<file path="src/logic/rv_core_consts.svh">
`ifndef RV_CORE_CONSTS_SVH
`define RV_CORE_CONSTS_SVH

// Datapath and bus widths
`define RV_XLEN     32
`define RV_REG_AW   5
`define RV_WB_AW    32
`define RV_RESET_PC 32'h0000_0000

// Instruction field positions
`define RV_OPC_MSB   6
`define RV_OPC_LSB   0
`define RV_RD_MSB    11
`define RV_RD_LSB    7
`define RV_F3_MSB    14
`define RV_F3_LSB    12
`define RV_RS1_MSB   19
`define RV_RS1_LSB   15
`define RV_IMM_I_LSB 20
`define RV_IMM_U_LSB 12
`define RV_EBREAK    32'h0010_0073

`endif

</file>
<file path="src/logic/rv_core_pkg.sv">
`include "rv_core_consts.svh"

package rv_core_pkg;

    // ########################################################################
    // Encodings
    // ########################################################################

    // Major opcodes of the supported subset
    typedef enum logic [6:0] {
        OP_IMM    = 7'b0010011,
        OP_LUI    = 7'b0110111,
        OP_AUIPC  = 7'b0010111,
        OP_SYSTEM = 7'b1110011
    } rv_opcode_e;

    typedef enum logic [3:0] {
        CMD_NOP  = 4'd0,
        CMD_ADD  = 4'd1,
        CMD_EQU  = 4'd2,   // pass src1
        CMD_HALT = 4'd3
    } rv_exu_cmd_e;

    typedef enum logic [1:0] {
        IMM_NONE = 2'd0,
        IMM_I    = 2'd1,
        IMM_U    = 2'd2
    } rv_imm_fmt_e;

    // ########################################################################
    // Records
    // ########################################################################

    typedef struct packed {
        rv_exu_cmd_e             cmd;
        logic [`RV_XLEN-1:0]     src1;
        logic [`RV_XLEN-1:0]     src2;
        logic [`RV_REG_AW-1:0]   rd;
    } rv_decode_t;

    // One entry per retired instruction
    typedef struct packed {
        logic [`RV_XLEN-1:0]     pc;
        logic [`RV_XLEN-1:0]     inst;
        logic [`RV_REG_AW-1:0]   rd;
        logic [`RV_XLEN-1:0]     data;
    } rv_retire_t;

endpackage

</file>
<file path="src/logic/rv_fetch.sv">
`include "rv_core_consts.svh"

module rv_fetch (
    input  logic                   clk,
    input  logic                   rst_n,
    input  logic                   halted,
    input  logic                   retire_valid,
    output logic                   wb_cyc,
    output logic                   wb_stb,
    output logic [`RV_WB_AW-1:0]   wb_adr,
    input  logic [`RV_XLEN-1:0]    wb_dat_i,
    input  logic                   wb_ack,
    output logic [`RV_XLEN-1:0]    inst,
    output logic [`RV_XLEN-1:0]    pc,
    output logic                   inst_valid
);

    typedef enum logic [1:0] {
        IDLE,
        REQ,
        EXEC,
        STOP
    } fetch_state_e;

    fetch_state_e state;

    // Request held for the whole REQ state at the PC
    assign wb_cyc = (state == REQ);
    assign wb_stb = (state == REQ);
    assign wb_adr = pc[`RV_WB_AW-1:0];

    // ########################################################################
    // Fetch sequencing
    // ########################################################################

    always_ff @(posedge clk) begin
        if (!rst_n) begin
            state      <= IDLE;
            pc         <= `RV_RESET_PC;
            inst_valid <= 1'b0;
        end else begin
            inst_valid <= 1'b0;
            case (state)
                IDLE: begin
                    state <= REQ;
                end
                REQ: begin
                    if (wb_ack) begin
                        inst_valid <= 1'b1;
                        state      <= EXEC;
                    end
                end
                EXEC: begin
                    // Wait for retirement before the next request
                    if (retire_valid) begin
                        pc    <= pc + `RV_XLEN'(4);
                        state <= halted ? STOP : REQ;
                    end
                end
                STOP: begin
                    state <= STOP;
                end
                default: begin
                    state <= IDLE;
                end
            endcase
        end
    end

    // Instruction word captured on ack
    always_ff @(posedge clk) begin
        if (state == REQ && wb_ack) begin
            inst <= wb_dat_i;
        end
    end

endmodule

</file>
<file path="src/logic/rv_decode.sv">
`include "rv_core_consts.svh"

module rv_decode (
    input  logic [`RV_XLEN-1:0]    inst,
    input  logic [`RV_XLEN-1:0]    pc,
    input  logic                   inst_valid,
    input  logic [`RV_XLEN-1:0]    rdata1,
    output logic [`RV_REG_AW-1:0]  raddr1,
    output logic [`RV_REG_AW-1:0]  raddr2,
    output rv_core_pkg::rv_decode_t dec
);

    rv_core_pkg::rv_opcode_e  opcode;
    rv_core_pkg::rv_imm_fmt_e imm_fmt;
    logic [2:0]               funct3;
    logic [`RV_XLEN-1:0]      imm;
    logic                     rs1_used;
    logic                     rd_used;

    assign opcode = rv_core_pkg::rv_opcode_e'(inst[`RV_OPC_MSB:`RV_OPC_LSB]);
    assign funct3 = inst[`RV_F3_MSB:`RV_F3_LSB];

    // ########################################################################
    // Immediate
    // ########################################################################

    always_comb begin
        case (opcode)
            rv_core_pkg::OP_IMM:   imm_fmt = (funct3 == 3'b000) ? rv_core_pkg::IMM_I
                                                                : rv_core_pkg::IMM_NONE;
            rv_core_pkg::OP_LUI:   imm_fmt = rv_core_pkg::IMM_U;
            rv_core_pkg::OP_AUIPC: imm_fmt = rv_core_pkg::IMM_U;
            default:               imm_fmt = rv_core_pkg::IMM_NONE;
        endcase
    end

    always_comb begin
        case (imm_fmt)
            rv_core_pkg::IMM_I:
                imm = {{(`RV_XLEN-12){inst[`RV_XLEN-1]}}, inst[`RV_XLEN-1:`RV_IMM_I_LSB]};
            rv_core_pkg::IMM_U:
                imm = {inst[`RV_XLEN-1:`RV_IMM_U_LSB], {`RV_IMM_U_LSB{1'b0}}};
            default:
                imm = '0;
        endcase
    end

    // ########################################################################
    // Command and operands
    // ########################################################################

    always_comb begin
        dec.cmd  = rv_core_pkg::CMD_NOP;
        dec.src1 = '0;
        dec.src2 = '0;
        rs1_used = 1'b0;
        rd_used  = 1'b0;
        case (opcode)
            rv_core_pkg::OP_IMM: begin
                // Other funct3 values fall through as nop
                if (funct3 == 3'b000) begin
                    dec.cmd  = rv_core_pkg::CMD_ADD;
                    dec.src1 = imm;
                    dec.src2 = rdata1;
                    rs1_used = 1'b1;
                    rd_used  = 1'b1;
                end
            end
            rv_core_pkg::OP_LUI: begin
                dec.cmd  = rv_core_pkg::CMD_EQU;
                dec.src1 = imm;
                rd_used  = 1'b1;
            end
            rv_core_pkg::OP_AUIPC: begin
                dec.cmd  = rv_core_pkg::CMD_ADD;
                dec.src1 = pc;
                dec.src2 = imm;
                rd_used  = 1'b1;
            end
            rv_core_pkg::OP_SYSTEM: begin
                if (inst == `RV_EBREAK) begin
                    dec.cmd = rv_core_pkg::CMD_HALT;
                end
            end
            default: begin
            end
        endcase
        if (!inst_valid) begin
            dec.cmd = rv_core_pkg::CMD_NOP;
        end
        dec.rd = rd_used ? inst[`RV_RD_MSB:`RV_RD_LSB] : '0;
    end

    assign raddr1 = rs1_used ? inst[`RV_RS1_MSB:`RV_RS1_LSB] : '0;
    // No instruction in this subset reads rs2
    assign raddr2 = '0;

endmodule

</file>
<file path="src/logic/rv_regfile.sv">
`include "rv_core_consts.svh"

module rv_regfile (
    input  logic                   clk,
    input  logic                   we,
    input  logic [`RV_REG_AW-1:0]  waddr,
    input  logic [`RV_XLEN-1:0]    wdata,
    input  logic [`RV_REG_AW-1:0]  raddr1,
    input  logic [`RV_REG_AW-1:0]  raddr2,
    output logic [`RV_XLEN-1:0]    rdata1,
    output logic [`RV_XLEN-1:0]    rdata2
);

    // No storage for x0
    logic [`RV_XLEN-1:0] regs [1:31];

    always_ff @(posedge clk) begin
        if (we && waddr != '0) begin
            regs[waddr] <= wdata;
        end
    end

    // Asynchronous read ports
    always_comb begin
        rdata1 = '0;
        rdata2 = '0;
        if (raddr1 != '0) begin
            rdata1 = regs[raddr1];
        end
        if (raddr2 != '0) begin
            rdata2 = regs[raddr2];
        end
    end

endmodule

</file>
<file path="src/logic/rv_execute.sv">
`include "rv_core_consts.svh"

module rv_execute (
    input  logic                    clk,
    input  logic                    rst_n,
    input  logic                    inst_valid,
    input  logic [`RV_XLEN-1:0]     pc,
    input  logic [`RV_XLEN-1:0]     inst,
    input  rv_core_pkg::rv_decode_t dec,
    output logic                    we,
    output logic [`RV_REG_AW-1:0]   waddr,
    output logic [`RV_XLEN-1:0]     wdata,
    output logic                    retire_valid,
    output rv_core_pkg::rv_retire_t retire,
    output logic                    halted
);

    logic [`RV_XLEN-1:0] result;

    always_comb begin
        case (dec.cmd)
            rv_core_pkg::CMD_ADD: result = dec.src1 + dec.src2;
            rv_core_pkg::CMD_EQU: result = dec.src1;
            default:              result = '0;
        endcase
    end

    // Write-back in the decode cycle
    assign we    = inst_valid && (dec.cmd == rv_core_pkg::CMD_ADD ||
                                  dec.cmd == rv_core_pkg::CMD_EQU);
    assign waddr = dec.rd;
    assign wdata = result;

    always_ff @(posedge clk) begin
        if (!rst_n) begin
            retire_valid <= 1'b0;
            halted       <= 1'b0;
        end else begin
            retire_valid <= inst_valid;
            if (inst_valid && dec.cmd == rv_core_pkg::CMD_HALT) begin
                halted <= 1'b1;
            end
        end
    end

    // Retire record
    always_ff @(posedge clk) begin
        if (inst_valid) begin
            retire <= '{pc: pc, inst: inst, rd: dec.rd, data: result};
        end
    end

endmodule

</file>
<file path="src/logic/rv_core_top.sv">
`include "rv_core_consts.svh"

module rv_core_top (
    input  logic                    clk,
    input  logic                    rst_n,
    output logic                    wb_cyc,
    output logic                    wb_stb,
    output logic [`RV_WB_AW-1:0]    wb_adr,
    input  logic [`RV_XLEN-1:0]     wb_dat_i,
    input  logic                    wb_ack,
    output logic                    retire_valid,
    output rv_core_pkg::rv_retire_t retire,
    output logic                    halted
);

    logic [`RV_XLEN-1:0]     inst;
    logic [`RV_XLEN-1:0]     pc;
    logic                    inst_valid;
    logic [`RV_REG_AW-1:0]   raddr1;
    logic [`RV_REG_AW-1:0]   raddr2;
    logic [`RV_XLEN-1:0]     rdata1;
    rv_core_pkg::rv_decode_t dec;
    logic                    we;
    logic [`RV_REG_AW-1:0]   waddr;
    logic [`RV_XLEN-1:0]     wdata;

    rv_fetch u_fetch (
        .clk          (clk),
        .rst_n        (rst_n),
        .halted       (halted),
        .retire_valid (retire_valid),
        .wb_cyc       (wb_cyc),
        .wb_stb       (wb_stb),
        .wb_adr       (wb_adr),
        .wb_dat_i     (wb_dat_i),
        .wb_ack       (wb_ack),
        .inst         (inst),
        .pc           (pc),
        .inst_valid   (inst_valid)
    );

    rv_decode u_decode (
        .inst       (inst),
        .pc         (pc),
        .inst_valid (inst_valid),
        .rdata1     (rdata1),
        .raddr1     (raddr1),
        .raddr2     (raddr2),
        .dec        (dec)
    );

    rv_regfile u_regfile (
        .clk    (clk),
        .we     (we),
        .waddr  (waddr),
        .wdata  (wdata),
        .raddr1 (raddr1),
        .raddr2 (raddr2),
        .rdata1 (rdata1),
        .rdata2 ()
    );

    rv_execute u_execute (
        .clk          (clk),
        .rst_n        (rst_n),
        .inst_valid   (inst_valid),
        .pc           (pc),
        .inst         (inst),
        .dec          (dec),
        .we           (we),
        .waddr        (waddr),
        .wdata        (wdata),
        .retire_valid (retire_valid),
        .retire       (retire),
        .halted       (halted)
    );

endmodule

</file>
<file path="config.mk">
export PLATFORM = sky130hd
export DESIGN_NAME = rv_core_top
export DESIGN_NICKNAME = d
export VERILOG_FILES = /design/src/logic/rv_core_pkg.sv /design/src/logic/rv_fetch.sv /design/src/logic/rv_decode.sv /design/src/logic/rv_regfile.sv /design/src/logic/rv_execute.sv /design/src/logic/rv_core_top.sv
export VERILOG_INCLUDE_DIRS = /design/src /design/src/logic
export SDC_FILE = /design/constraint.sdc
export NUM_CORES = 1
export LEC_CHECK = 0
export BUFFER_PORTS_ARGS = -buffer_cell sky130_fd_sc_hd__buf_4
export CORE_ASPECT_RATIO = 1.2
export CORE_MARGIN = 2
export CORE_UTILIZATION = 40
export CTS_BUF_LIST = sky130_fd_sc_hd__clkbuf_4 sky130_fd_sc_hd__clkbuf_8
export DETAILED_ROUTE_END_ITERATION = 16
export GPL_TIMING_DRIVEN = 0
export PLACE_DENSITY = 0.65
export SLEW_MARGIN = 15
export SYNTH_ARGS = -nofsm -noshare
export SYNTH_HDL_FRONTEND = slang
export SYNTH_HIERARCHICAL = 1
export SYNTH_SLANG_ARGS = --single-unit
export TNS_END_PERCENT = 50
</file>
<file path="constraint.sdc">
create_clock -name clk -period 11.69 [get_ports clk]
set_clock_uncertainty 0.2 [all_clocks]
set_input_delay 0.5845 -clock clk [delete_from_list [all_inputs] [get_ports clk]]
set_output_delay 0.5845 -clock clk [all_outputs]
set_load 0.02 [all_outputs]
</file>
==> results.md, run 1 <==
- Total Wirelength: 131000 um
- Worst Path Required: 12.17 ns
- Layout cells sized above 1: 0.258
- Die width: 318 um
- Vias after detailed routing: 27573
- Clock sinks: 1160
- First DRT Iteration DRCs: 2805
- Mapped cell area: 47500 um2
- Reg-to-Reg End: u_regfile/regs[20][31]
- Clock transition at the registers of the reported paths: 0.07 ns
- Placed Area: 52500 um2
- Sequential Power Share: 0.583
- Worst-path cell chain: or4_4, nor4_4, buf_6, buf_6, and2_1, buf_2, buf_2, nor3_1, nor3_2, clkbuf_1, o21ai_1, nand4_1, a22o_1, ha_1, and4_1, and4_1, o2111ai_1, o211ai_2, a31oi_2, o21ai_1, xnor2_1, a21oi_1, o22ai_4, buf_16
- Fill cells: 9923
- Total grt overflow: 0
- Worst R2R Start: u_fetch/inst[2]
- Internal cell power: 0.00618 W
- Sw power: 0.00159 W
- Top delay family on crit path: simple AND/OR/NAND/NOR gates
- WP data arrival: 8.66 ns
- Largest net degree at the start of global routing: 55
- Worst Hold Launch: wb_dat_i[4]
- Max Cap Violations: 0
- Clock power share: 0.407
- DP Worst Slack: 3.21 ns
- Switch share: 0.205
- First-pass GRT wire length: 187000 um
- Buffers on Ports: 169
- Syn Area/Cell: 17.2 um2
- Final core occ: 0.477
- Final Slew Violations: 0
- Unrepaired setup endpoints after global routing: false
- Global placer's final weighted congestion: 0.932
- Die Ht: 381 um
- Fin. Hold Viols: 0
- Warnings from Yosys: 6
- Drc violations: 0
- H-tree levels: 4
- CP startpoint kind: flip-flop
- DR WL/cell: 26.9 um
- Initial core utilization: 0.403
- Io pins: 172
- Crit end category: flip-flop
- Sum Neg Setup Slack: 0 ns
- Pleak: 15.8 nW
- Peak Freq: 122 MHz
- CORE AREA: 118000 um2
- Die footprint: 121000 um2
- Worst setup path class: reg -> reg
- Number of buffers created by CTS: 167
- Post-synthesis cell count: 2751
- Status: complete, no violations
- DR vias/cell: 5.68
- Reg2reg setup slack: 3.51 ns
- Worst slew margin: 0.291
- TritonCTS clock tree: done
- Worst-case reg-to-reg path depth: 24
- Fin area: 56100 um2
- Worst Hold Class: in -> reg
- Root Buffer: clkbuf_8
- Endpoints failing setup: 0
- Nets@finish: 3254
- Gate power share: 0.010
- Worst-skew pair later-pin latency: 0.87 ns
- Final worst slack: 3.51 ns
- Worst Hold Endpoint: u_fetch/inst[4]
- Final worst-path cycle share: 0.700
- Critical Path Max Stage Delay: 0.73 ns
- Hold Crit Depth: 2
- Longest Clk Path Bufs: 3
- First-pass DRT Iterations: 6
- Std-Cell Rows: 138
- PwrDens: 138 nW/um2
- Buf+Inv Stages, Crit Path: 6
- Worst Tran Pin Value: 1.06 ns
- Detail Placement HPWL: 88600 um
- Cts repair resizes: 0
- Final cell count without fillers: 4858
- Initial antenna violation count: 5
- Final ANT Viol Nets: 0
- Syn-to-layout area delta: 18.3%
- Dpl cells: 4521
- Maximum vdd drop: 0.0931 mV
- Via count of the first global-routing pass: 27234
- Maximum net fanout on the critical path: 31
- Tot GR Track Use: 0.212
- Fin crit period: 8.18 ns
- Slowest-stage cell, CP: nor3_2
[per-stage QoR]
| step | hold slack, ns | total power (W) |
|---|---|---|
| after CTS | 0.142 | 0.00784 |
| after global routing | 0.193 | 0.00801 |
| after detailed placement | 0.238 | 0.00468 |
| after floorplan | 0.221 | 0.00464 |
| after global placement | 0.234 | 0.00468 |
| final | 0.238 | 0.00777 |
[routing by layer]
metal  global-route usage  vias to the layer above  wire, um
met2                0.364                     1189     65700
li1                     -                    11892         -
met5                    0                        -        26
met1                0.258                    14183     49500
met4                0.105                        4      6660
met3               0.0376                      305      8750
[how the worst max path moves through the flow]
stage	startpoint	to	depth (start not counted)
4_1_cts	u_fetch/inst[2]	u_regfile/regs[4][27]	23
5_1_grt	u_fetch/inst[2]	u_regfile/regs[1][27]	23
3_5_place_dp	u_fetch/inst[2]	u_regfile/regs[18][27]	23
3_3_place_gp	u_fetch/inst[2]	u_regfile/regs[22][20]	23
2_1_floorplan	u_fetch/inst[2]	u_execute/retire[20]	23
6_report	u_fetch/inst[2]	u_regfile/regs[20][31]	24
[cell usage in the layout (no fill, tap or decap), types with 43 or more instances in the layout]
cell type / instances
a22o_1: 78
a22oi_1: 93
clkbuf_8: 168
nor2_1: 53
mux2i_1: 222
buf_4: 230
clkbuf_4: 58
a21oi_1: 81
nand2_1: 114
clkbuf_1: 67
mux4_2: 124
and2_1: 43
edfxtp_1: 1125
clkinv_1: 43
nand3_1: 66
[layout make-up]
| class | count | area [um2] | area share |
|---|---|---|---|
| Antenna cell | 2 | 5.00 | 0.0000891 |
| Clock buffer | 226 | 2750 | 0.0489 |
| Sequential cell | 1160 | 34500 | 0.614 |
| Tap cell | 1540 | 1930 | 0.0343 |
| Timing Repair Buffer | 260 | 2960 | 0.0526 |
| Multi-Input combinational cell | 1381 | 12400 | 0.220 |
| Inverter | 21 | 78.8 | 0.00140 |
| Clock inverter | 75 | 514 | 0.00916 |
| Buffer | 193 | 1080 | 0.0193 |
[power by group through the flow]
stage	sequential, W	combinational (W)	clock [W]
after floorplan	0.00462	0.0000161	0
after global placement	0.00462	0.0000575	0
after detailed placement	0.00462	0.0000640	0
after CTS	0.00453	0.0000739	0.00323
after global routing	0.00453	0.0000778	0.00340
final	0.00453	0.0000743	0.00317
[timing repair]
| item | in CTS | in global routing |
|---|---|---|
| buffers inserted | 0 | 0 |
| hold buffers | 34 | 0 |
| setup endpoints to repair | 0 | 0 |
| endpoints found under the hold margin | 41 | 0 |
[sequential cells by signal (all words and copies together), names as in the netlist]
register	cells
u_execute/retire	101
u_regfile/regs	992
u_fetch/inst	32
u_execute/halted	1
u_fetch/inst_valid	1
u_fetch/state	2
u_execute/retire_valid	1
u_fetch/pc	30
Power figures use the tool's default switching activity.
==> run 2: changes to the inputs <==
- clock period: 11.69 -> 8.5 ns (I/O delays scaled with it)
==> run 2 against run 1 <==
Effect of this change: global-route usage about the same; design area grew 0.14%; maximum frequency down 0.50%; sequential power grew 38%; via count decreased by 0.33%; routed wire length grew 0.17%; clock-buffer cell count stayed put; sequential cell count unchanged; first-iteration DRC count shrank 2.4%.
==> results.md, run 2 (synthesis results as in run 1) <==
- Status: complete, no violations
- Final ANT Viol Nets: 0
- Via count of the first global-routing pass: 27228
- Final Slew Violations: 0
- First DRT Iteration DRCs: 2737
- Commonest cells after routing, fill and taps aside: edfxtp_1 (1125), buf_4 (230), mux2i_1 (222)
- Commonest non-fill, non-tap cell in the layout: edfxtp_1
- PwrDens: 190 nW/um2
- Clock transition at the registers of the reported paths: 0.07 ns
- CP startpoint kind: flip-flop
- Largest registers: u_regfile/regs: 992 flops, u_execute/retire: 101 flops, u_fetch/inst: 32 flops
- Reg with most FFs: u_regfile/regs
- Worst Path Required: 8.86 ns
- Number of buffers created by CTS: 167
- Final core occ: 0.477
- DP Worst Slack: 0.0154 ns
- Global placer's final weighted congestion: 0.932
- Root Buffer: clkbuf_8
- Maximum net fanout on the critical path: 32
- CORE AREA: 118000 um2
- Unrepaired setup endpoints after global routing: false
- Worst slew margin: 0.308
- Clock sinks: 1160
- Drc violations: 0
- Endpoints failing setup: 0
- FF/Latch Area: 34500 um2
- Initial core utilization: 0.403
- Fin crit period: 8.23 ns
- Tot GR Track Use: 0.212
- Std-Cell Rows: 138
- Final worst slack: 0.275 ns
- Die Ht: 381 um
- Worst setup path class: reg -> reg
- DR vias/cell: 5.65
- Worst Hold Slack: 0.0906 ns
- First-pass GRT wire length: 188000 um
- Worst Hold Class: in -> reg
- WP data arrival: 8.59 ns
- Pleak: 15.8 nW
- Buffers on Ports: 169
- Crit end category: flip-flop
- Die footprint: 121000 um2
- Fill cells: 9907
- Vias after detailed routing: 27483
- Fin. Hold Viols: 0
- Total grt overflow: 0
- Nets@finish: 3262
- Initial antenna violation count: 4
- Worst-skew pair later-pin latency: 0.88 ns
- Layout cells sized above 1: 0.257
- Max FFs per register: 992
- Syn-to-layout area delta: 18.5%
- Peak Freq: 122 MHz
- Multi-input combinational cell area: 12400 um2
- Die width: 318 um
- DR WL/cell: 26.9 um
- Largest net degree at the start of global routing: 55
- Maximum vdd drop: 0.129 mV
- Io pins: 172
- Longest Clk Path Bufs: 3
- Detail Placement HPWL: 88600 um
- Final worst-path cycle share: 0.968
- First-pass DRT Iterations: 5
- Max Cap Violations: 0
- Number of setup buffers added after CTS: 0
- TritonCTS clock tree: done
- Total Wirelength: 131000 um
- Worst Tran Pin Value: 1.04 ns
- Total power: 0.0107 W
- H-tree levels: 4
## run 2: changes by cell type in the layout (fill, tap and decap cells not counted), sizes merged
cell and change:
dlygate4sd3 +8, diode -1
## run 2: final timing paths
path                                      start                endpoint  slack (ns)  depth (start not counted)
worst max-delay path            u_fetch/inst[2]  u_regfile/regs[17][27]        0.27                         23
worst min-delay path               wb_dat_i[11]        u_fetch/inst[11]        0.09                          2
worst max register to register  u_fetch/inst[2]  u_regfile/regs[17][27]        0.27                         23
worst min register to register  u_fetch/inst[5]    u_execute/retire[42]        0.25                          0
## run 2: power breakdown
part	total, W	leakage (nW)	switching (W)	internal, W
Sequential	0.00623	8.34	0.0000232	0.00621
Combinational	0.000105	5.76	0.0000554	0.0000498
Clock	0.00435	1.72	0.00211	0.00224
## run 2: layer usage
metal,wire length [um],global-route usage,share of wire,vias to the layer above
li1,-,-,-,11896
met1,50100,0.259,0.38,14125
met2,66000,0.367,0.50,1170
met3,8510,0.0377,0.065,286
met4,6140,0.100,0.047,6
met5,41,0,0.00031,-
## run 2: per-stage QoR
stage / instances / setup TNS, ns / cell area, um2
2_1_floorplan: 2755 / 0 / 47500
4_1_cts: 4864 / 0 / 56200
3_3_place_gp: 4464 / -2140.29 / 50700
3_5_place_dp: 4521 / 0 / 52500
6_report: 4865 / 0 / 56200
5_1_grt: 4865 / 0 / 56200
## run 2: area by class of cell
class	count	share of cell area
inverters	21	0.00140
well taps	1540	0.0343
clock buffers	226	0.0489
multi-input cells	1381	0.220
flip-flops and latches	1160	0.613
clock inverters	75	0.00915
diodes	1	0.0000445
plain buffers	193	0.0192
repair buffers	268	0.0540
## run 2: timing repair
| item | CTS | global route |
|---|---|---|
| gates resized for setup | 1 | 0 |
| endpoints found under the setup margin | 32 | 0 |
| endpoints found under the hold margin | 96 | 0 |
| hold buffers | 42 | 0 |
## run 2: critical path, cell delays in order (launching register included)
cell       delay [ns]
edfxtp_1         0.54
or4_4            0.61
nor4_4           0.23
buf_6            0.22
buf_6            0.17
and2_1           0.23
buf_2            0.45
buf_2            0.44
nor3_1           0.18
nor3_2           0.74
clkbuf_1         0.42
o21ai_1          0.20
nand4_1          0.41
a22o_1           0.24
ha_1             0.31
and4_1           0.28
and4_1           0.24
o2111ai_1        0.11
o211ai_2         0.25
o21a_1           0.26
nor2_2           0.16
o21bai_1         0.13
xor2_1           0.18
a22o_2           0.63
